## src/design/rv_core_pkg.sv

```systemverilog
/* core widths and control encodings */
`default_nettype none

package rv_core_pkg;

    localparam int XLEN       = 32;
    localparam int REG_ADDR_W = 5;
    localparam int NUM_REGS   = 32;
    localparam int SHAMT_W    = 5;

    localparam logic [XLEN-1:0] RESET_PC   = 32'h8000_0000;
    localparam logic [XLEN-1:0] INST_BYTES = 32'd4; // sequential pc step

    typedef enum logic [3:0] {
        ALU_ADD,
        ALU_SUB,
        ALU_SLL,
        ALU_SLT,
        ALU_SLTU,
        ALU_XOR,
        ALU_SRL,
        ALU_SRA,
        ALU_OR,
        ALU_AND
    } alu_op_t;

    typedef enum logic [1:0] {OP_A_RS1, OP_A_PC, OP_A_ZERO} op_a_sel_t;

    typedef enum logic {OP_B_RS2, OP_B_IMM} op_b_sel_t;

    typedef enum logic [2:0] {
        BR_NEVER,
        BR_ALWAYS, // JAL, JALR
        BR_EQ,
        BR_NE,
        BR_LT,
        BR_GE,
        BR_LTU,
        BR_GEU
    } branch_cond_t;

    typedef enum logic [1:0] {WB_NONE, WB_ALU, WB_LINK} wb_sel_t;

endpackage

`default_nettype wire

```

## src/design/rv_regfile.sv

```systemverilog
/* integer register file */
`timescale 1ns/1ps
`default_nettype none

module rv_regfile (
    input  wire                                 clk,
    input  wire                                 reset,
    input  wire  [rv_core_pkg::REG_ADDR_W-1:0] rs1_addr,
    input  wire  [rv_core_pkg::REG_ADDR_W-1:0] rs2_addr,
    input  wire                                 rd_we,
    input  wire  [rv_core_pkg::REG_ADDR_W-1:0] rd,
    input  wire  [rv_core_pkg::XLEN-1:0]       rd_data,
    output logic [rv_core_pkg::XLEN-1:0]       rs1_data,
    output logic [rv_core_pkg::XLEN-1:0]       rs2_data
);

    logic [rv_core_pkg::XLEN-1:0] regs [rv_core_pkg::NUM_REGS];

    // x0 stays zero since decode never writes it
    always_ff @(posedge clk or posedge reset) begin
        if (reset) begin
            for (int i = 0; i < rv_core_pkg::NUM_REGS; i++)
                regs[i] <= '0;
        end else if (rd_we) begin
            regs[rd] <= rd_data;
        end
    end

    // reads see the value before this edge's write
    assign rs1_data = regs[rs1_addr];
    assign rs2_data = regs[rs2_addr];

    // decode must drop every write aimed at x0
    a_no_x0_write: assert property (
        @(posedge clk) disable iff (reset) rd_we |-> (rd != '0)
    );

endmodule

`default_nettype wire

```

## config.mk

```make
export PLATFORM = sky130hd
export DESIGN_NAME = rv_regfile
export DESIGN_NICKNAME = d
export VERILOG_FILES = /design/src/design/rv_core_pkg.sv /design/src/design/rv_regfile.sv
export SDC_FILE = /design/constraint.sdc
export NUM_CORES = 2
export LEC_CHECK = 0
export BUFFER_PORTS_ARGS = -buffer_cell sky130_fd_sc_hd__clkbuf_2
export CORE_MARGIN = 4
export CORE_UTILIZATION = 35
export CTS_CLUSTER_DIAMETER = 60
export CTS_CLUSTER_SIZE = 14
export DETAILED_ROUTE_END_ITERATION = 7
export HOLD_SLACK_MARGIN = 0.02
export PLACE_DENSITY_LB_ADDON = 0.2
export SLEW_MARGIN = 20
export SYNTH_ARGS = -nofsm -noshare
export SYNTH_HDL_FRONTEND = slang
export SYNTH_SLANG_ARGS = --single-unit
```

## constraint.sdc

```tcl
create_clock -name clk -period 41.8 [get_ports clk]
set_input_delay 6.27 -clock clk [delete_from_list [all_inputs] [get_ports clk]]
set_output_delay 6.27 -clock clk [all_outputs]
set_load 0.01 [all_outputs]
```

==> reports/results.md <==
- 28.6 nW — cell leakage power
- 28.6 µm — routed len/inst
- in -> out — type of the setup path with the least slack
- 1.00 — share of async-settable or async-resettable flops after synthesis
- 0.00205 W — internal cell power
- 3 — CTS HTree Levels
- 279,000 µm — first-pass GRT wire length
- 0.00289 W — overall power after layout
- regs — register with the most flip-flops
- 4,656 — Synthesized Nets
- input port — Worst Setup Start Kind
- 0.000848 W — power dissipated by switching net loads
- 9.22% — Layout area overhead
- 38,400 — detailed-route via count
- 0.748 — last weighted congestion value of the routability-driven placer
- 0 — Routed Antenna Nets
- 4,517 — Final #Nets
- mux2i_1, dfrtp_1, mux2_2 — highest-count cells in the layout ignoring fill and taps
- 0 — grt ovf
- 33.3 µV — Max IR drop VDD
- 0.347 — share of power burned in the clock network
- 1,024 — clock tree sinks
- 0 — max-cap violation count
- dfrtp_1, mux2_2, mux2i_1 — cell types occupying the most area after synthesis
- buf_8, buf_4, buf_4, buf_4, mux2i_1, a22o_1, nor3_1, a31oi_1, nand3_1, clkbuf_2 — cell-by-cell listing of the critical path
- 29 — Synth cell types
- 700 ps — clock latency of the later-clocked register in the worst-skew pair
- 113 — input/output buffers
- 0.456 — portion of synthesized cell area occupied by the leading cell type
- buf_4 — Crit-path slowest cell
- 1190 ps — measured slew at the worst slew-check pin
- 5 — number of buffer and inverter stages on the critical path
- 5.81 — via density per instance
- 0.386 — fraction of the core area covered by cells at the end of the flow
- 0.459 — part of the power in registers
- clkbuf_16 — buffer type at the clock tree root
- 0.311 — fraction of final layout cells with drive strength greater than 1
- 60 ps — Reg clk slew, reported paths
- 0 — DRC violations left
- 114 — IO Pins
- 870 ps — biggest cell delay along the critical path
- 39,600 — number of global-route vias before repair
- 0 ps — total negative slack for setup checks
- 0.0438 — synthesized-area fraction occupied by and/or/nand/nor cells
- 189,000 µm — total length of routed wires
- 58.2 MHz — fmax
- 0 — total of warnings raised by yosys
- 4,606 — Mapped Cells
- 12.2 µm² — Avg Inst Size Synth
- 0 — post-cts resize count
- 3 — Max Buffers Root-to-Sink
- no — RSZ-0062 raised after global routing
- 0.354 — starting density of the core
- 0 — Max Transition Viols Final
- 17,190 ps — Final min period
- 47.1 nW/µm² — power density over the cells
- 146 — num rows
- dfrtp_1 — post-synthesis cell type with the largest combined area
- 409 µm — die extent in x
- built — CTS tree
- 2,680 — detailed router's first-iteration violation count
- 4 — initial antenna violation count
- 0 — share of synthesized cell area in full adder, half adder and majority cells
- 1,024 — count of state elements after synthesis
- 0.0698 — complex-gate fraction of the synthesized area
- 0 — final hold violations
- 15,400 — final-layout fill cell count
- regs (1024) — Largest regs
- 0.221 — Total Routing Usage GR
- 0.206 — max-slew headroom at the worst pin
- 81 — crit-path max FO
- 0 — number of enable-type register cells in the synthesized netlist
- completed — outcome
- 0 ps — post-route clock skew
- 0 — postcts setup bufs
- 0.411 — share of the clock period used by the worst path after layout
- 0.194 — share of total power in combinational logic
- 61,400 µm² — cell area after layout
- 0 — number of buffers inserted for hold repair after clock tree synthesis
- buf_4 — most common cell type on the critical path
- 0.456 — sequential cell area fraction in the yosys report
- 0.387 — portion of netlist area occupied by mux cells
- output port — Worst setup EP type
- reg -> reg — class of the tightest hold or removal check
- 167,000 µm² — die area
- 0 — Post-Synth XOR/XNOR Area
- 105 — Num CTS Buffers
- 0 — final number of setup-violating endpoints
- multiplexers — main combinational cell family by area after synthesis
- 10,920 ps — Worst Path Arrival
- 0.293 — share of total power consumed by net switching
- 57,800 µm² — dpl cell area
- 7 — first drt pass iteration count
- 97,200 µm — HPWL after detailed placement
- buffers and inverters — cell type group with the largest total delay on the critical path
- 1,024 — flip-flop count of the largest register after layout
- 35,530 ps — worst endpoint required time
- 159,000 µm² — Core Region
- dfrtp_1 — Post-synth top flop
- 56,200 µm² — Mapped Area
- 146 — maximum number of pins on one net before global-route repair
- 409 µm — Die Height
[synth_stat cells, types with 2 or more instances]
master	n
dfrtp_1	1024
mux2i_1	1024
mux2_2	987
nand2_1	211
clkbuf_1	196
nand3_1	194
a21oi_1	192
a22oi_1	192
a22o_1	128
buf_2	118
nor3_1	65
a31oi_1	64
buf_6	55
buf_4	53
mux2_1	37
buf_1	22
nor2_4	16
nand2b_1	4
nand3b_1	4
nor2b_1	4
nor2_1	3
nor3b_2	3
or2_2	3
and2_1	2
[cells by family (layout without fill, tap and decap cells)]
kind of cell / Yosys count / after routing
flip-flops: 1024 / 1024
AO/OA/AOI/OAI: 576 / 576
multiplexers: 2048 / 2048
buffers and inverters: 445 / 384
other: 0 / 2
AND/OR/NAND/NOR: 513 / 513
[metrics by stage]
step / setup WS [ps] / instances / hold slack (ps)
after floorplan: 6710 / 4606 / 479
after global placement: 24730 / 6432 / 489
after detailed placement: 24710 / 6432 / 500
after CTS: 24730 / 6617 / 515
after global routing: 24550 / 6617 / 530
final: 24610 / 6619 / 508
[final timing paths]
check,start,to,slack (ps),depth (start not counted)
worst max register to register,regs[373],regs[373],40990,1
min in group asynchronous,reset,regs[767],5680,2
max in group asynchronous,reset,regs[25],33090,5
worst min-delay path,regs[95],regs[95],510,1
worst min register to register,regs[95],regs[95],510,1
worst max-delay path,rs2_addr[1],rs2_data[20],24610,10
[power by group through the flow]
stage | Sequential (W) | Clock [W] | Combinational [W]
final | 0.00133 | 0.00100 | 0.000561
after floorplan | 0.00131 | 0 | 0.000442
after global placement | 0.00134 | 0 | 0.000553
after detailed placement | 0.00134 | 0 | 0.000564
after CTS | 0.00133 | 0.00103 | 0.000565
after global routing | 0.00136 | 0.00107 | 0.000617
[layout make-up]
cell class | instances | area [µm²] | share of cell area
sequential | 1024 | 25600 | 0.417
clock buffer | 127 | 2840 | 0.0463
inverter | 1 | 11.3 | 0.000183
multi-input combinational | 3137 | 28300 | 0.460
clock inverter | 58 | 753 | 0.0123
timing repair buffer | 198 | 1300 | 0.0212
tap | 2072 | 2590 | 0.0422
antenna | 2 | 5.00 | 0.0000815
[per-layer routing]
layer	global-route usage	routed length, µm
met4	0.0612	4860
met5	0	18
met3	0.0262	7770
met1	0.313	88700
met2	0.358	87700
Note: power is estimated with default switching activity, not from simulation.
