--- config.mk ---
export PLATFORM = sky130hd
export DESIGN_NAME = rv_execute
export DESIGN_NICKNAME = d
export VERILOG_FILES = /design/src/design/rv_core_pkg.sv /design/src/design/rv_execute.sv
export SDC_FILE = /design/constraint.sdc
export NUM_CORES = 1
export LEC_CHECK = 0
export BUFFER_PORTS_ARGS = -buffer_cell sky130_fd_sc_hd__buf_4
export CELL_PAD_IN_SITES_DETAIL_PLACEMENT = 1
export CELL_PAD_IN_SITES_GLOBAL_PLACEMENT = 1
export CORE_ASPECT_RATIO = 1.2
export CORE_MARGIN = 2
export CORE_UTILIZATION = 35
export DETAILED_ROUTE_END_ITERATION = 10
export PLACE_DENSITY_LB_ADDON = 0.2
export SYNTH_ARGS = -nofsm -noshare
export SYNTH_HDL_FRONTEND = slang
export SYNTH_SLANG_ARGS = --single-unit
--- constraint.sdc ---
create_clock -name vclk -period 22.9
set_input_delay 6.87 -clock vclk [all_inputs]
set_output_delay 6.87 -clock vclk [all_outputs]
set_load 0.01 [all_outputs]
--- src/design/rv_core_pkg.sv ---
/* core widths and control encodings */
`default_nettype none

package rv_core_pkg;

    localparam int XLEN       = 32;
    localparam int REG_ADDR_W = 5;
    localparam int NUM_REGS   = 32;
    localparam int SHAMT_W    = 5;

    localparam logic [XLEN-1:0] RESET_PC   = 32'h8000_0000;
    localparam logic [XLEN-1:0] INST_BYTES = 32'd4; // sequential pc step

    typedef enum logic [3:0] {
        ALU_ADD,
        ALU_SUB,
        ALU_SLL,
        ALU_SLT,
        ALU_SLTU,
        ALU_XOR,
        ALU_SRL,
        ALU_SRA,
        ALU_OR,
        ALU_AND
    } alu_op_t;

    typedef enum logic [1:0] {OP_A_RS1, OP_A_PC, OP_A_ZERO} op_a_sel_t;

    typedef enum logic {OP_B_RS2, OP_B_IMM} op_b_sel_t;

    typedef enum logic [2:0] {
        BR_NEVER,
        BR_ALWAYS, // JAL, JALR
        BR_EQ,
        BR_NE,
        BR_LT,
        BR_GE,
        BR_LTU,
        BR_GEU
    } branch_cond_t;

    typedef enum logic [1:0] {WB_NONE, WB_ALU, WB_LINK} wb_sel_t;

endpackage

`default_nettype wire

--- src/design/rv_execute.sv ---
/* ALU and next pc */
`timescale 1ns/1ps
`default_nettype none

module rv_execute (
    input  wire  [rv_core_pkg::XLEN-1:0] pc,
    input  wire  [rv_core_pkg::XLEN-1:0] rs1_data,
    input  wire  [rv_core_pkg::XLEN-1:0] rs2_data,
    input  wire  [rv_core_pkg::XLEN-1:0] imm,
    input  wire  rv_core_pkg::alu_op_t      alu_op,
    input  wire  rv_core_pkg::op_a_sel_t    op_a_sel,
    input  wire  rv_core_pkg::op_b_sel_t    op_b_sel,
    input  wire  rv_core_pkg::branch_cond_t branch_cond,
    output logic [rv_core_pkg::XLEN-1:0] alu_result,
    output logic [rv_core_pkg::XLEN-1:0] next_pc
);

    logic [rv_core_pkg::XLEN-1:0]    op_a;
    logic [rv_core_pkg::XLEN-1:0]    op_b;
    logic [rv_core_pkg::SHAMT_W-1:0] shamt;
    logic [rv_core_pkg::XLEN-1:0]    jump_target;
    logic                            taken;

    always_comb begin
        case (op_a_sel)
            rv_core_pkg::OP_A_RS1: op_a = rs1_data;
            rv_core_pkg::OP_A_PC:  op_a = pc;
            default:               op_a = '0; // LUI
        endcase
    end

    assign op_b  = (op_b_sel == rv_core_pkg::OP_B_IMM) ? imm : rs2_data;
    assign shamt = op_b[rv_core_pkg::SHAMT_W-1:0];

    always_comb begin
        case (alu_op)
            rv_core_pkg::ALU_ADD:  alu_result = op_a + op_b;
            rv_core_pkg::ALU_SUB:  alu_result = op_a - op_b;
            rv_core_pkg::ALU_SLL:  alu_result = op_a << shamt;
            rv_core_pkg::ALU_SLT: begin
                alu_result = {{(rv_core_pkg::XLEN-1){1'b0}}, $signed(op_a) < $signed(op_b)};
            end
            rv_core_pkg::ALU_SLTU: begin
                alu_result = {{(rv_core_pkg::XLEN-1){1'b0}}, op_a < op_b};
            end
            rv_core_pkg::ALU_XOR:  alu_result = op_a ^ op_b;
            rv_core_pkg::ALU_SRL:  alu_result = op_a >> shamt;
            rv_core_pkg::ALU_SRA:  alu_result = $signed(op_a) >>> shamt;
            rv_core_pkg::ALU_OR:   alu_result = op_a | op_b;
            default:               alu_result = op_a & op_b;
        endcase
    end

    // branch compare always works on the register operands
    always_comb begin
        case (branch_cond)
            rv_core_pkg::BR_ALWAYS: taken = 1'b1;
            rv_core_pkg::BR_EQ:     taken = (rs1_data == rs2_data);
            rv_core_pkg::BR_NE:     taken = (rs1_data != rs2_data);
            rv_core_pkg::BR_LT:     taken = ($signed(rs1_data) < $signed(rs2_data));
            rv_core_pkg::BR_GE:     taken = ($signed(rs1_data) >= $signed(rs2_data));
            rv_core_pkg::BR_LTU:    taken = (rs1_data < rs2_data);
            rv_core_pkg::BR_GEU:    taken = (rs1_data >= rs2_data);
            default:                taken = 1'b0;
        endcase
    end

    // bit 0 matters only for JALR, pc + imm is already even
    assign jump_target = {alu_result[rv_core_pkg::XLEN-1:1], 1'b0};
    assign next_pc     = taken ? jump_target : pc + rv_core_pkg::INST_BYTES;

endmodule

`default_nettype wire

==> key figures <==
Final layout
  – Multi-input gate area: 10700 sq um
  – CLK BUF: 0
  – Ant. Diodes: 0
  – Final Non-Filler Cells: 2403
  – Share of layout cells above drive strength 1: 16.2%
  – Sequential Area: 0 sq um
  – Commonest non-fill, non-tap cells in the layout: 234 x buf_4, 200 x nor2_1, 167 x nand2_1
  – FFs & Latches: 0
  – Final instance area: 13600 sq um
  – Layout Area Growth over Synthesis: 15.0%
  – Layout filler cell count: 4443
  – Commonest non-fill, non-tap cell in the layout: buf_4
  – Nets: 2230

Timing
  – Fmax: 52.5 MHz
  – Final Max Tran Viols: 0
  – Fin crit period: 19.03 ns
  – Slew at the pin closest to its max-slew limit: 1.33 ns
  – TNS Setup: 0 ns
  – Final hold vios: 0
  – Slew headroom: 8.80%
  – Final Setup Violations: 0
  – Setup repair after global routing missed its margin: no
  – Fin crit share: 83.1%

Synthesis
  – Syn Inst Count: 1851
  – Sequential area share after synthesis: 0%
  – Yosys cell types: 88
  – Ys Warns: 0
  – Mapped Nets: 2126
  – Syn avg cell area: 6.37 sq um
  – Cell area after synthesis: 11800 sq um

Route
  – TritonRoute pass-1 iters: 6
  – Final wirelength: 72500 um
  – WL/cell: 30.2 um
  – Antenna-violating nets left: 0
  – Vias: 16.2k
  – DR vias/cell: 6.74
  – Post-route DRC: 0
  – Starting DRT DRC Count: 1977

Setup path
  – Crit-path cells: buf_4 > mux2i_4 > buf_4 > inv_2 > buf_4 > nor3_1 > nor2_1 > o21ai_0 > a21oi_1 > o21ai_0 > a31oi_1 > a211oi_1 > o32a_1 > mux2_2 > buf_4
  – CP Launch Type: input pin
  – CP most frequent cell: buf_4
  – Critical path fanouts, max: 62
  – Crit-path slowest cell: a211oi_1
  – CP Capture Type: output pin
  – WP data arrival: 12.16 ns
  – CP top delay family: compound AO/OA/AOI/OAI gates
  – Delay of the slowest critical-path stage: 0.66 ns
  – Buf+Inv Stages, Crit Path: 5
  – CP required: 16.03 ns
  – Setup CP Type: in -> out

Placement
  – Final GP Congestion: 1.03
  – Port Buffer Count: 202
  – Dpl hpwl: 57600 um
  – Cells after DPL: 2403
  – Post-placement cell area: 13600 sq um

Min path
  – Hold_sp: pc[2]
  – Hold Path Cell Cnt: 3
  – Hold WC Path Type: in -> out
  – Hold EP: next_pc[2]

Floorplan
  – Core ar.: 33200 sq um
  – Row cnt: 73
  – Die W: 172 um
  – Chip height: 205 um
  – Initial Utilization: 35.6%
  – DIE AREA: 35200 sq um
  – IO Pins: 202

CTS
  – Post_cts resized: 0
  – Post-CTS Hold Fix Bufs: 0
  – # Post-CTS Setup Buffers: 0

Global routing
  – GR Util All Layers: 40.3%
  – First-pass GRT wire length: 106000 um
  – Largest net degree at the start of global routing: 84
  – Vias in the first global route: 16.1k
  – Initial antenna violation count: 0
  – Total gr overflow: 0

Run status
  – Status: complete, no violations

Power and ir drop
  – Peak supply drop: 0.0169 mV
  – Leakage: 5.81 nW
  – Power per cell area: 32.1 nW/um^2
  – Total power: 0.436 mW

Flow run
  – MaxCap Viol Count: 0
[cell families (layout without fill, tap and decap cells)]
logic type	Yosys count	count (layout)	synth area share [%]
buffers and inverters	266	368	9.48
AOI/OAI and AO/OA	656	656	36.4
muxes	107	107	10.5
and+or+nand+nor	637	637	25.4
xor gates and xnor gates	48	48	3.57
adders and majority gates	137	137	14.7
[where the power goes]
| group | total [mW] | leakage (nW) | internal, mW | switching [mW] |
|---|---|---|---|---|
| clock network | 0 | 0 | 0 | 0 |
| logic | 0.436 | 5.81 | 0.147 | 0.288 |
| registers | 0 | 0 | 0 | 0 |
[how the worst max path moves through the flow]
stage             start          end  slack [ns]  cells past startpoint
3_3_place_gp   op_b_sel  next_pc[26]        4.11                     18
3_5_place_dp   op_b_sel  next_pc[26]        4.00                     18
5_1_grt        op_b_sel  next_pc[26]        3.62                     18
6_report       op_b_sel   next_pc[9]        3.87                     15
4_1_cts        op_b_sel  next_pc[26]        4.00                     18
2_1_floorplan  op_b_sel  next_pc[29]        5.26                     16
[synthesized netlist by cell type (20+ instances only)]
| cell type | count | share of area [%] |
|---|---|---|
| nor3_1 | 47 | 2.0 |
| ha_1 | 135 | 14 |
| nor2_1 | 200 | 6.4 |
| a21oi_1 | 166 | 7.0 |
| o21ai_0 | 162 | 6.9 |
| nand2_1 | 167 | 5.3 |
| o211ai_1 | 33 | 2.1 |
| a21o_1 | 21 | 1.3 |
| mux2_2 | 33 | 3.2 |
| inv_1 | 130 | 4.1 |
| a31oi_1 | 23 | 1.2 |
| buf_2 | 26 | 1.1 |
| clkbuf_1 | 80 | 2.5 |
| nand3_1 | 53 | 2.2 |
| mux2i_1 | 60 | 5.1 |
| xnor2_1 | 37 | 2.7 |
| nand4_1 | 31 | 1.6 |
| a211oi_1 | 20 | 1.3 |
| a22oi_1 | 25 | 1.6 |
| nor4_1 | 53 | 2.8 |
[metal layers]
metal	vias to the layer above	track usage, %	routed length, um
met5	-	0	0
met2	1008	61.3	30900
met3	210	9.41	7850
met4	0	18.5	4190
met1	7874	53.6	29500
li1	7099	-	-
[worst min-delay path: cells and delay by family]
family / cells / cell delay, ns
buffers and inverters: 2 / 0.24
multiplexers: 1 / 0.07
[final cells by class]
cell class                 instances  area share, %
multi-input combinational       1585           79.2
timing repair buffer             234           13.0
tap                              450           4.15
inverter                         134           3.73
[per-stage QoR]
step	hold slack, ns	util (%)	setup WS (ns)
floorplan	13.82	-	5.26
global placement	14.05	40.9	4.11
detailed placement	14.05	40.9	4.00
CTS	14.06	40.9	4.00
global route	14.07	40.9	3.62
finish	14.05	40.9	3.87
No activity file was read; power rests on OpenSTA's default activity.
