==> src/design/rv_core_pkg.sv <==
/* core widths and control encodings */
`default_nettype none

package rv_core_pkg;

    localparam int XLEN       = 32;
    localparam int REG_ADDR_W = 5;
    localparam int NUM_REGS   = 32;
    localparam int SHAMT_W    = 5;

    localparam logic [XLEN-1:0] RESET_PC   = 32'h8000_0000;
    localparam logic [XLEN-1:0] INST_BYTES = 32'd4; // sequential pc step

    typedef enum logic [3:0] {
        ALU_ADD,
        ALU_SUB,
        ALU_SLL,
        ALU_SLT,
        ALU_SLTU,
        ALU_XOR,
        ALU_SRL,
        ALU_SRA,
        ALU_OR,
        ALU_AND
    } alu_op_t;

    typedef enum logic [1:0] {OP_A_RS1, OP_A_PC, OP_A_ZERO} op_a_sel_t;

    typedef enum logic {OP_B_RS2, OP_B_IMM} op_b_sel_t;

    typedef enum logic [2:0] {
        BR_NEVER,
        BR_ALWAYS, // JAL, JALR
        BR_EQ,
        BR_NE,
        BR_LT,
        BR_GE,
        BR_LTU,
        BR_GEU
    } branch_cond_t;

    typedef enum logic [1:0] {WB_NONE, WB_ALU, WB_LINK} wb_sel_t;

endpackage

`default_nettype wire

==> src/design/rv_result.sv <==
/* write-back, pc and retire record */
`timescale 1ns/1ps
`default_nettype none

module rv_result (
    input  wire                                 clk,
    input  wire                                 reset,
    input  wire                                 inst_valid,
    input  wire  [rv_core_pkg::REG_ADDR_W-1:0] rd,
    input  wire  rv_core_pkg::wb_sel_t          wb_sel,
    input  wire                                 illegal,
    input  wire  [rv_core_pkg::XLEN-1:0]       alu_result,
    input  wire  [rv_core_pkg::XLEN-1:0]       next_pc,
    output logic [rv_core_pkg::XLEN-1:0]       pc,
    output logic                                rd_we,
    output logic [rv_core_pkg::XLEN-1:0]       rd_data,
    output logic                                retire_valid,
    output logic [rv_core_pkg::XLEN-1:0]       retire_pc,
    output logic [rv_core_pkg::XLEN-1:0]       retire_next_pc,
    output logic                                retire_rd_we,
    output logic [rv_core_pkg::REG_ADDR_W-1:0] retire_rd,
    output logic [rv_core_pkg::XLEN-1:0]       retire_rd_data,
    output logic                                retire_illegal
);

    assign rd_data = (wb_sel == rv_core_pkg::WB_LINK) ? pc + rv_core_pkg::INST_BYTES
                                                      : alu_result;
    assign rd_we   = inst_valid && (wb_sel != rv_core_pkg::WB_NONE);

    always_ff @(posedge clk or posedge reset) begin
        if (reset) begin
            pc             <= rv_core_pkg::RESET_PC;
            retire_valid   <= 1'b0;
            retire_rd_we   <= 1'b0;
            retire_illegal <= 1'b0;
        end else begin
            retire_valid <= inst_valid;
            retire_rd_we <= rd_we; // already qualified by inst_valid
            if (inst_valid) begin
                pc             <= next_pc;
                retire_illegal <= illegal;
            end
        end
    end

    // retire payload
    always_ff @(posedge clk) begin
        if (inst_valid) begin
            retire_pc      <= pc;
            retire_next_pc <= next_pc;
            retire_rd      <= rd;
            retire_rd_data <= rd_data;
        end
    end

    // one retire per accepted instruction, exactly one cycle later
    a_retire_timing: assert property (
        @(posedge clk) disable iff (reset) retire_valid == $past(inst_valid)
    );

endmodule

`default_nettype wire

==> config.mk <==
export PLATFORM = sky130hd
export DESIGN_NAME = rv_result
export DESIGN_NICKNAME = d
export VERILOG_FILES = /design/src/design/rv_core_pkg.sv /design/src/design/rv_result.sv
export SDC_FILE = /design/constraint.sdc
export NUM_CORES = 1
export LEC_CHECK = 0
export BUFFER_PORTS_ARGS = -buffer_cell sky130_fd_sc_hd__clkbuf_2
export CORE_ASPECT_RATIO = 1.25
export CORE_MARGIN = 4
export CORE_UTILIZATION = 48
export CTS_BUF_LIST = sky130_fd_sc_hd__clkbuf_4 sky130_fd_sc_hd__clkbuf_8
export DETAILED_ROUTE_END_ITERATION = 12
export PLACE_DENSITY_LB_ADDON = 0.05
export RECOVER_POWER = 50
export SLEW_MARGIN = 0
export SYNTH_ARGS = -nofsm -noshare
export SYNTH_HDL_FRONTEND = slang
export SYNTH_SLANG_ARGS = --single-unit
==> constraint.sdc <==
create_clock -name clk -period 2.5 [get_ports clk]
set_input_delay 0.5 -clock clk [delete_from_list [all_inputs] [get_ports clk]]
set_output_delay 0.5 -clock clk [all_outputs]
set_load 0.005 [all_outputs]
==> metrics.md, run 1 <==
| Metric | Value |
|---|---|
| Status | finished, violations left |
| Failing checks | negative setup slack |
| Crit path max fanout | 4 |
| Skew final | 0.0100 ns |
| Total gr overflow | 0 |
| Unrepaired setup endpoints after global routing | true |
| Ys flop type | edfxtp_1 |
| Critical path's most frequent cell | or4_1 |
| Number of global-route vias before repair | 4662 |
| Fin. max-slew vios | 0 |
| Clock sinks | 136 |
| Post-route ant nets | 0 |
| Pwr Total | 5.61 mW |
| Total wire length | 16100 um |
| R2R Path End | retire_rd_data[23]$_DFFE_PP_ |
| Initial antenna violation count | 0 |
| Net total in the final layout | 771 |
| Synthesized area per cell | 14.6 um2 |
| Largest net degree at the start of global routing | 48 |
| Setup violators final | 21 |
| Post-layout util | 0.764 |
| Critical path endpoint category | primary output |
| First-pass GRT wire length | 23500 um |
| CP Launch Type | flip-flop |
| Slew HR | 0.0961 |
| Net count after synthesis | 440 |
| Fmax | 338 MHz |
| Via density | 5.39 |
| Port bufs | 243 |
| Synth Area in Simple Gates | 0.109 |
| Ys Warns | 0 |
| Class of the worst hold path | input port to flip-flop |
| Critical setup path kind | flip-flop to primary output |
| Num CTS Buffers | 17 |
| Max Buffers Root-to-Sink | 2 |
| Power per cell area | 685 nW/um2 |
| Layout cells sized above 1 | 0.571 |
| Post-synthesis mux area share | 0.0571 |
| Reg-to-Reg Start | pc[20]$_DFFE_PP0P_ |
| Die area | 12800 um2 |
| Max stage delay cell, worst path | or4_1 |
| Pre-antenna DRT Iters | 5 |
| Post-Place Cells | 766 |
| #FFs+latches synth | 136 |
| Post-synthesis xor/xnor area fraction | 0.0198 |
| Initial drt markers | 174 |
| Sequential-to-total area share from yosys stat | 0.735 |
| MaxCap Viol Count | 0 |
| Area grow syn2layout | 54.0% |
| Post-synth EDFFs | 101 |
| Via count | 4529 |
| RD Place Congestion | 0.755 |
| Setup slack, reg-to-reg | 0.31 ns |
| Die width | 102 um |
| Main combinational cell family by area after synthesis | simple AND/OR/NAND/NOR gates |
| Core ar. | 10700 um2 |
| Worst slack, placed | 0.0154 ns |
| Adder-cell share of the synthesized area | 0.00235 |
| Final Cycle Share | 1.18 |
| Largest cells by area after synthesis | edfxtp_1 (57%), dfrtp_1 (16%), mux2_2 (5.7%) |
| R2R depth | 7 |
| Clk_lat worst skew | 0.43 ns |
| Chip height | 126 um |
| Routed wire per std cell | 19.2 um |
| DR DRC count | 0 |
| Netlist cell types | 36 |
| CTS tree | done |
| Worst setup path end | rd_data[30] |
| Cell Area, Synth | 5320 um2 |
| Max stage delay on crit path | 0.63 ns |
| Final non-filler cell total | 840 |
| CTS clk-pin slew, worst paths | 0.07 ns |
| Tmin final | 2.96 ns |
| Global Route Usage Sum | 0.237 |
| Async SR Flop Fraction | 0.257 |
| Yosys top cell by area | edfxtp_1 |
| Hold-fix buffers, CTS | 0 |
| Leakage | 3.56 nW |
| Detailed placer's ending HPWL | 10600 um |
| Post-synth top area share | 0.570 |
| Critical path arrival | 2.46 ns |
| Hold Worst Slack | 0.247 ns |
| Worst Path Required | 2.00 ns |
| IO Count | 244 |
| Synth Area in Compound Gates | 0.0588 |
| Commonest cells in the netlist | edfxtp_1 (101), nand2_1 (40), dfrtp_1 (34), mux2_2 (27), o21ai_0 (21) |
| Critical-path cell list | nand4_1 -> or4_1 -> or4_1 -> a31oi_2 -> clkbuf_2 |
| Peak supply drop | 0.471 mV |
| Fill cells | 730 |
| H-tree Lvls | 4 |
| Worst slew pin tran | 1.35 ns |
| Crit. Startpoint | pc[20]$_DFFE_PP0P_ |
| Most frequent cell after synthesis | edfxtp_1 |
| CTS Root Cell | clkbuf_8 |
| Final Hold Fails | 0 |
| Final worst slack | -0.459 ns |
| Antenna Diode Count | 0 |
| Row Count | 42 |
| Initial Util | 0.496 |
| Synth Instances | 364 |
[stage by stage]
stage               area [um2]  setup TNS (ns)
finish                    8190           -4.11
global route              8190           -6.41
CTS                       7900           -2.00
detailed placement        7020               0
global placement          7020               0
floorplan                 5320               0
[cell type report]
class	count	area, um2	area share
Clock buffer	18	241	0.0295
Clock inverter	14	205	0.0250
Inverter	7	26.3	0.00321
Multi-Input combinational cell	205	1780	0.217
Sequential cell	136	3910	0.477
Tap cell	132	165	0.0202
Timing Repair Buffer	328	1870	0.228
[kinds of logic after synthesis]
family	after synthesis
AOI/OAI and AO/OA	50
DFF	136
adders and majority gates	1
xor gates and xnor gates	12
buffers and inverters	24
muxes	27
and+or+nand+nor	114
[timing repair]
action | in CTS | in global routing
buffers inserted | 25 | 17
endpoints found under the hold margin | 0 | 0
pin swaps | 36 | 29
gates resized for setup | 53 | 50
gates cloned | 2 | 1
endpoints found under the setup margin | 22 | 22
[state kept, by name, indices dropped and copies added, names as in the netlist]
name            flops
retire_illegal      1
retire_pc          32
retire_rd_we        1
retire_next_pc     32
pc                 32
retire_rd_data     32
retire_valid        1
retire_rd           5
[power breakdown]
part / leakage (nW) / switching (mW) / internal, mW
Clock: 0.221 / 0.819 / 1.19
Sequential: 1.40 / 0.0794 / 2.64
Combinational: 1.94 / 0.469 / 0.410
[worst min path at each step]
stage | startpoint | end | cells after the start
6_report | rd[4] | retire_rd[4]$_DFFE_PP_ | 1
5_1_grt | rd[2] | retire_rd[2]$_DFFE_PP_ | 1
4_1_cts | reset | retire_illegal$_DFFE_PP0P_ | 2
3_5_place_dp | retire_illegal$_DFFE_PP0P_ | retire_illegal$_DFFE_PP0P_ | 1
3_3_place_gp | pc[28]$_DFFE_PP0P_ | retire_pc[28]$_DFFE_PP_ | 0
2_1_floorplan | pc[6]$_DFFE_PP0P_ | retire_pc[6]$_DFFE_PP_ | 0
[cells in the final DEF (no fill, tap or decap), drive strengths merged, types with 3 or more instances in the layout]
cell	netlist	layout
mux2	27	27
or3	3	4
o31ai	8	8
nand4b	4	4
o41ai	3	3
inv	7	7
o21ai	21	21
nor4	3	3
nand4	11	11
buf	4	86
a31oi	14	14
xor2	4	4
nor2	18	18
nand2	40	40
xnor2	8	8
clkbuf	13	260
bufinv	0	5
dfrtp	34	34
nand3	10	10
edfxtp	101	101
clkinv	0	7
nor3	8	8
or4	9	9
[critical path: cells and delay by family, from the launching register on]
kind | cells | cell delay, ns
simple gates | 3 | 1.34
buf+inv | 1 | 0.15
flops | 1 | 0.36
compound gates | 1 | 0.19
[layer usage]
| layer | vias to the layer above | part of all wire | track usage | wire length [um] |
|---|---|---|---|---|
| met4 | 0 | 0.019 | 0.0842 | 299 |
| met1 | 2212 | 0.35 | 0.277 | 5620 |
| li1 | 2053 | - | - | - |
| met2 | 239 | 0.53 | 0.396 | 8540 |
| met3 | 25 | 0.10 | 0.0918 | 1630 |
| met5 | - | 0 | 0 | 0 |
Note: power is estimated with default switching activity, not from simulation.
==> inputs of run 2 (changes only) <==
- PLACE_DENSITY: not set -> 0.82
- PLACE_DENSITY_LB_ADDON: 0.05 -> not set
==> metrics.md, run 2 (same netlist as run 1, synthesis figures left out) <==
| Metric | Value |
|---|---|
| CTS tree | done |
| Class of the worst hold path | input port to flip-flop |
| Clock sinks | 136 |
| RD Place Congestion | 0.821 |
| Chip height | 126 um |
| Initial antenna violation count | 0 |
| Power per cell area | 675 nW/um2 |
| Final Cycle Share | 1.16 |
| Net total in the final layout | 778 |
| Hold Crit Depth | 1 |
| Detailed placer's ending HPWL | 11200 um |
| Fmax | 346 MHz |
| Pre-antenna DRT Iters | 4 |
| Failing checks | negative setup slack |
| Via count | 4659 |
| CP Launch Type | flip-flop |
| Leakage | 3.64 nW |
| CTS clk-pin slew, worst paths | 0.08 ns |
| H-tree Lvls | 4 |
| Routed wire per std cell | 20.8 um |
| Status | finished, violations left |
| Hold-fix buffers, CTS | 0 |
| Max stage delay cell, worst path | or3_4 |
| First-pass GRT wire length | 25200 um |
| Setup slack, reg-to-reg | 0.05 ns |
| Post-Place Cells | 767 |
| Post-route ant nets | 0 |
| Fin area | 8360 um2 |
| Critical setup path kind | flip-flop to primary output |
| Max stage delay on crit path | 0.50 ns |
| Total wire length | 17600 um |
| Die area | 12800 um2 |
| IO Count | 244 |
| Tmin final | 2.89 ns |
| Number of global-route vias before repair | 4701 |
| Total gr overflow | 0 |
| CP delay by family, top | simple AND/OR/NAND/NOR gates |
| Area grow syn2layout | 57.1% |
| Critical-path cell list | nand2_2 -> or3_4 -> buf_4 -> o31ai_1 -> a31oi_2 -> clkbuf_2 |
| Crit path max fanout | 10 |
| Clk_lat worst skew | 0.44 ns |
| Skew final | 0.00981 ns |
| Pwr Total | 5.64 mW |
| Final non-filler cell total | 847 |
| CP Buf/Inv Count | 2 |
| Post-layout util | 0.780 |
| Antenna Diode Count | 0 |
| MaxCap Viol Count | 0 |
| Slew HR | 0.0507 |
| Fin. max-slew vios | 0 |
| Die width | 102 um |
| Worst Path Required | 2.00 ns |
| Max Buffers Root-to-Sink | 2 |
| Critical path endpoint category | primary output |
| Reg-to-Reg Start | pc[14]$_DFFE_PP0P_ |
| Port bufs | 243 |
| Peak supply drop | 0.398 mV |
| Core ar. | 10700 um2 |
| R2R depth | 8 |
| Final Hold Fails | 0 |
| Critical path arrival | 2.39 ns |
| Worst slew pin tran | 1.42 ns |
| R2R Path End | retire_rd_data[20]$_DFFE_PP_ |
| Via density | 5.50 |
| Initial drt markers | 253 |
| Unrepaired setup endpoints after global routing | true |
| Num CTS Buffers | 17 |
| Final worst slack | -0.392 ns |
| DR DRC count | 0 |
| Initial Util | 0.496 |
| Min-delay src | rd[2] |
| Global Route Usage Sum | 0.258 |
| Most common cell after layout, fill and taps aside | clkbuf_2 |
| Area after DPL | 7020 um2 |
| Layout cells sized above 1 | 0.606 |
| Setup TNS | -3.53 ns |
| Most frequent cells in the layout | clkbuf_2 (200), edfxtp_1 (101), buf_4 (71) |
| Row Count | 42 |
| CTS Root Cell | clkbuf_8 |
| Largest net degree at the start of global routing | 63 |
| Hold Path End | retire_rd[2]$_DFFE_PP_ |
| Setup violators final | 24 |
[run 2: worst register-to-register path, stage by stage (launching register included)]
cell and delay [ns]:
dfrtp_1 0.39, nand2_2 0.10, or3_4 0.51, buf_4 0.21, o31ai_1 0.44, a31oi_2 0.17, buf_4 0.16, buf_4 0.12
buf_4 0.12
[run 2: report_power, final]
group / leakage, nW / total (mW) / internal (mW) / switching (mW)
clock network: 0.219 / 1.96 / 1.12 / 0.840
logic: 2.02 / 0.952 / 0.452 / 0.500
registers: 1.40 / 2.73 / 2.65 / 0.0877
[run 2: per-layer routing]
metal / routed length [um] / vias up / track usage / part of all wire
met2: 9500 / 296 / 0.449 / 0.54
met5: 0 / - / 0 / 0
met4: 421 / 0 / 0.0965 / 0.024
li1: - / 2065 / - / -
met1: 6140 / 2256 / 0.296 / 0.35
met3: 1520 / 42 / 0.0758 / 0.086
[run 2: worst max-delay path by stage]
stage	start	endpoint	cells past startpoint
after floorplan	pc[2]$_DFFE_PP0P_	rd_data[22]	5
after global placement	pc[13]$_DFFE_PP0P_	rd_data[31]	5
after detailed placement	pc[21]$_DFFE_PP0P_	rd_data[31]	5
after CTS	pc[19]$_DFFE_PP0P_	rd_data[30]	5
after global routing	pc[14]$_DFFE_PP0P_	rd_data[21]	6
final	pc[14]$_DFFE_PP0P_	rd_data[20]	6
[run 2: area by class of cell]
| cell class | count | area (um2) |
|---|---|---|
| tap | 132 | 165 |
| inverter | 7 | 26.3 |
| timing repair buffer | 336 | 1990 |
| clock buffer | 20 | 256 |
| clock inverter | 12 | 176 |
| sequential | 136 | 3910 |
| multi-input combinational | 204 | 1830 |
| fill | 665 | 2360 |
[run 2: timing repair]
action	4_1_cts	5_1_grt
cloned	1	1
pin swaps	31	31
endpoints found under the setup margin	20	26
buffers inserted	36	20
resized for setup	77	62
[run 2: through the flow]
| step | hold WS [ns] | worst slack, ns |
|---|---|---|
| 2_1_floorplan | 0.465 | 0.137 |
| 5_1_grt | 0.210 | -0.458 |
| 3_5_place_dp | 0.497 | -0.0282 |
| 3_3_place_gp | 0.479 | 0.120 |
| 4_1_cts | 0.180 | -0.310 |
| 6_report | 0.238 | -0.392 |
==> inputs of run 3 (changes only) <==
- CORE_UTILIZATION: 48 -> 44
- PLACE_DENSITY: 0.82 -> 0.79
- clock period: 2.5 -> 2.4 ns (I/O delays scaled with it)
==> metrics.md, run 3 (same netlist as run 1, synthesis figures left out) <==
| Metric | Value |
|---|---|
| Critical-path cell list | nand4_1 -> buf_4 -> or3_4 -> or4_4 -> a31oi_4 -> buf_2 |
| Final Cycle Share | 1.20 |
| Initial antenna violation count | 0 |
| Initial drt markers | 248 |
| Largest net degree at the start of global routing | 44 |
| Crit path max fanout | 4 |
| Total gr overflow | 0 |
| Via density | 5.20 |
| Critical path endpoint category | primary output |
| First-pass GRT wire length | 24000 um |
| Sw Ratio | 0.268 |
| Final Hold Fails | 0 |
| Initial Util | 0.454 |
| Worst slack, placed | 0.00411 ns |
| Max stage delay on crit path | 0.44 ns |
| Clock sinks | 136 |
| Row Count | 44 |
| Class of the worst hold path | input port to flip-flop |
| Clk_lat worst skew | 0.45 ns |
| Min-delay src | rd[1] |
| Status | finished, violations left |
| Leakage | 3.66 nW |
| Most frequent cells in the layout | clkbuf_2 (196), edfxtp_1 (101), buf_4 (81) |
| Power per cell area | 678 nW/um2 |
| Detailed placer's ending HPWL | 11200 um |
| CP Buf/Inv Count | 2 |
| Post-layout util | 0.718 |
| Layout cells sized above 1 | 0.605 |
| Num CTS Buffers | 17 |
| CP delay by family, top | simple AND/OR/NAND/NOR gates |
| Die area | 13900 um2 |
| CP Launch Type | flip-flop |
| Slew HR | 0.0646 |
| Crit. Startpoint | pc[19]$_DFFE_PP0P_ |
| Final worst slack | -0.485 ns |
| Failing checks | negative setup slack |
| Number of global-route vias before repair | 4621 |
| MaxCap Viol Count | 0 |
| Antenna Diode Count | 0 |
| Peak supply drop | 0.527 mV |
| P_int | 4.18 mW |
| Routed wire per std cell | 19.2 um |
| Comb pwr share | 0.171 |
| Chip height | 131 um |
| Worst slew pin tran | 1.40 ns |
| Area grow syn2layout | 58.3% |
| CTS Root Cell | clkbuf_8 |
| Die width | 106 um |
| Fill cells | 794 |
| Clock network fraction of total power | 0.331 |
| RD Place Congestion | 0.848 |
| Global Route Usage Sum | 0.229 |
| Net total in the final layout | 787 |
| Unrepaired setup endpoints after global routing | true |
| Fin. max-slew vios | 0 |
| Worst Path Required | 1.92 ns |
| Max Buffers Root-to-Sink | 2 |
| Port bufs | 243 |
| Skew final | 0.0118 ns |
| IO Count | 244 |
| CTS tree | done |
| Critical setup path kind | flip-flop to primary output |
| Pre-antenna DRT Iters | 5 |
| Hold Worst Slack | 0.210 ns |
| Total wire length | 17000 um |
| P_sw | 1.53 mW |
| Setup violators final | 25 |
| CTS clk-pin slew, worst paths | 0.08 ns |
| H-tree Lvls | 4 |
| Critical path arrival | 2.40 ns |
| Reg-to-Reg Start | pc[19]$_DFFE_PP0P_ |
| Most common cell after layout, fill and taps aside | clkbuf_2 |
| Max stage delay cell, worst path | or4_4 |
| Sequential share of power | 0.498 |
| DR DRC count | 0 |
| Tmin final | 2.88 ns |
| Post-route ant nets | 0 |
| Via count | 4598 |
| Fmax | 347 MHz |
| Core ar. | 11700 um2 |
-- run 3: through the flow --
step / area, um2 / setup TNS, ns / cells / total power [mW]
6_report: 8420 / -7.41 / 885 / 5.71
5_1_grt: 8420 / -9.59 / 885 / 5.94
4_1_cts: 8120 / -5.65 / 871 / 5.66
3_5_place_dp: 7140 / 0 / 806 / 3.69
3_3_place_gp: 7140 / 0 / 806 / 3.66
2_1_floorplan: 5320 / 0 / 364 / 3.15
-- run 3: path summary, 6_finish.rpt --
check	endpoint	cells after the start	slack, ns
setup / recovery	rd_data[23]	6	-0.48
hold / removal	retire_rd[1]$_DFFE_PP_	1	0.21
setup reg to reg	retire_rd_data[23]$_DFFE_PP_	14	-0.47
hold reg to reg	retire_pc[28]$_DFFE_PP_	0	0.51
max in group asynchronous	pc[22]$_DFFE_PP0P_	2	1.06
min in group asynchronous	retire_valid$_DFF_PP0_	2	0.41
-- run 3: cell type report --
cell class,count,area (um2),share of cell area
flip-flops and latches,136,3910,0.465
repair buffers,344,2090,0.248
multi-input cells,205,1800,0.214
clock buffers,19,249,0.0296
well taps,161,201,0.0239
clock inverters,13,148,0.0175
inverters,7,26.3,0.00312
-- run 3: timing repair --
| action | in CTS | in global routing |
|---|---|---|
| resized for setup | 68 | 61 |
| setup endpoints to repair | 24 | 27 |
| cloned | 1 | 1 |
| setup buffers | 33 | 24 |
| hold buffers | 0 | 0 |
| pin swaps | 34 | 31 |
-- run 3: power by group through the flow --
stage	registers (mW)	logic (mW)	clock network [mW]
floorplan	2.93	0.213	0
global placement	2.87	0.788	0
detailed placement	2.89	0.800	0
CTS	2.84	0.910	1.91
global route	2.86	1.06	2.03
finish	2.84	0.978	1.89
-- run 3: worst reg2reg max path, delay by kind of cell (launching register included) --
family | cells | cell delay (ns)
simple gates | 2 | 0.58
compound gates | 2 | 0.34
flops | 1 | 0.41
buf+inv | 10 | 1.32
-- run 3: layer usage --
metal | track usage | routed length [um] | vias to the layer above
met5 | 0 | 0 | -
met4 | 0.0854 | 310 | 0
met3 | 0.0703 | 1300 | 30
met2 | 0.414 | 9280 | 235
met1 | 0.254 | 6130 | 2249
li1 | - | - | 2084
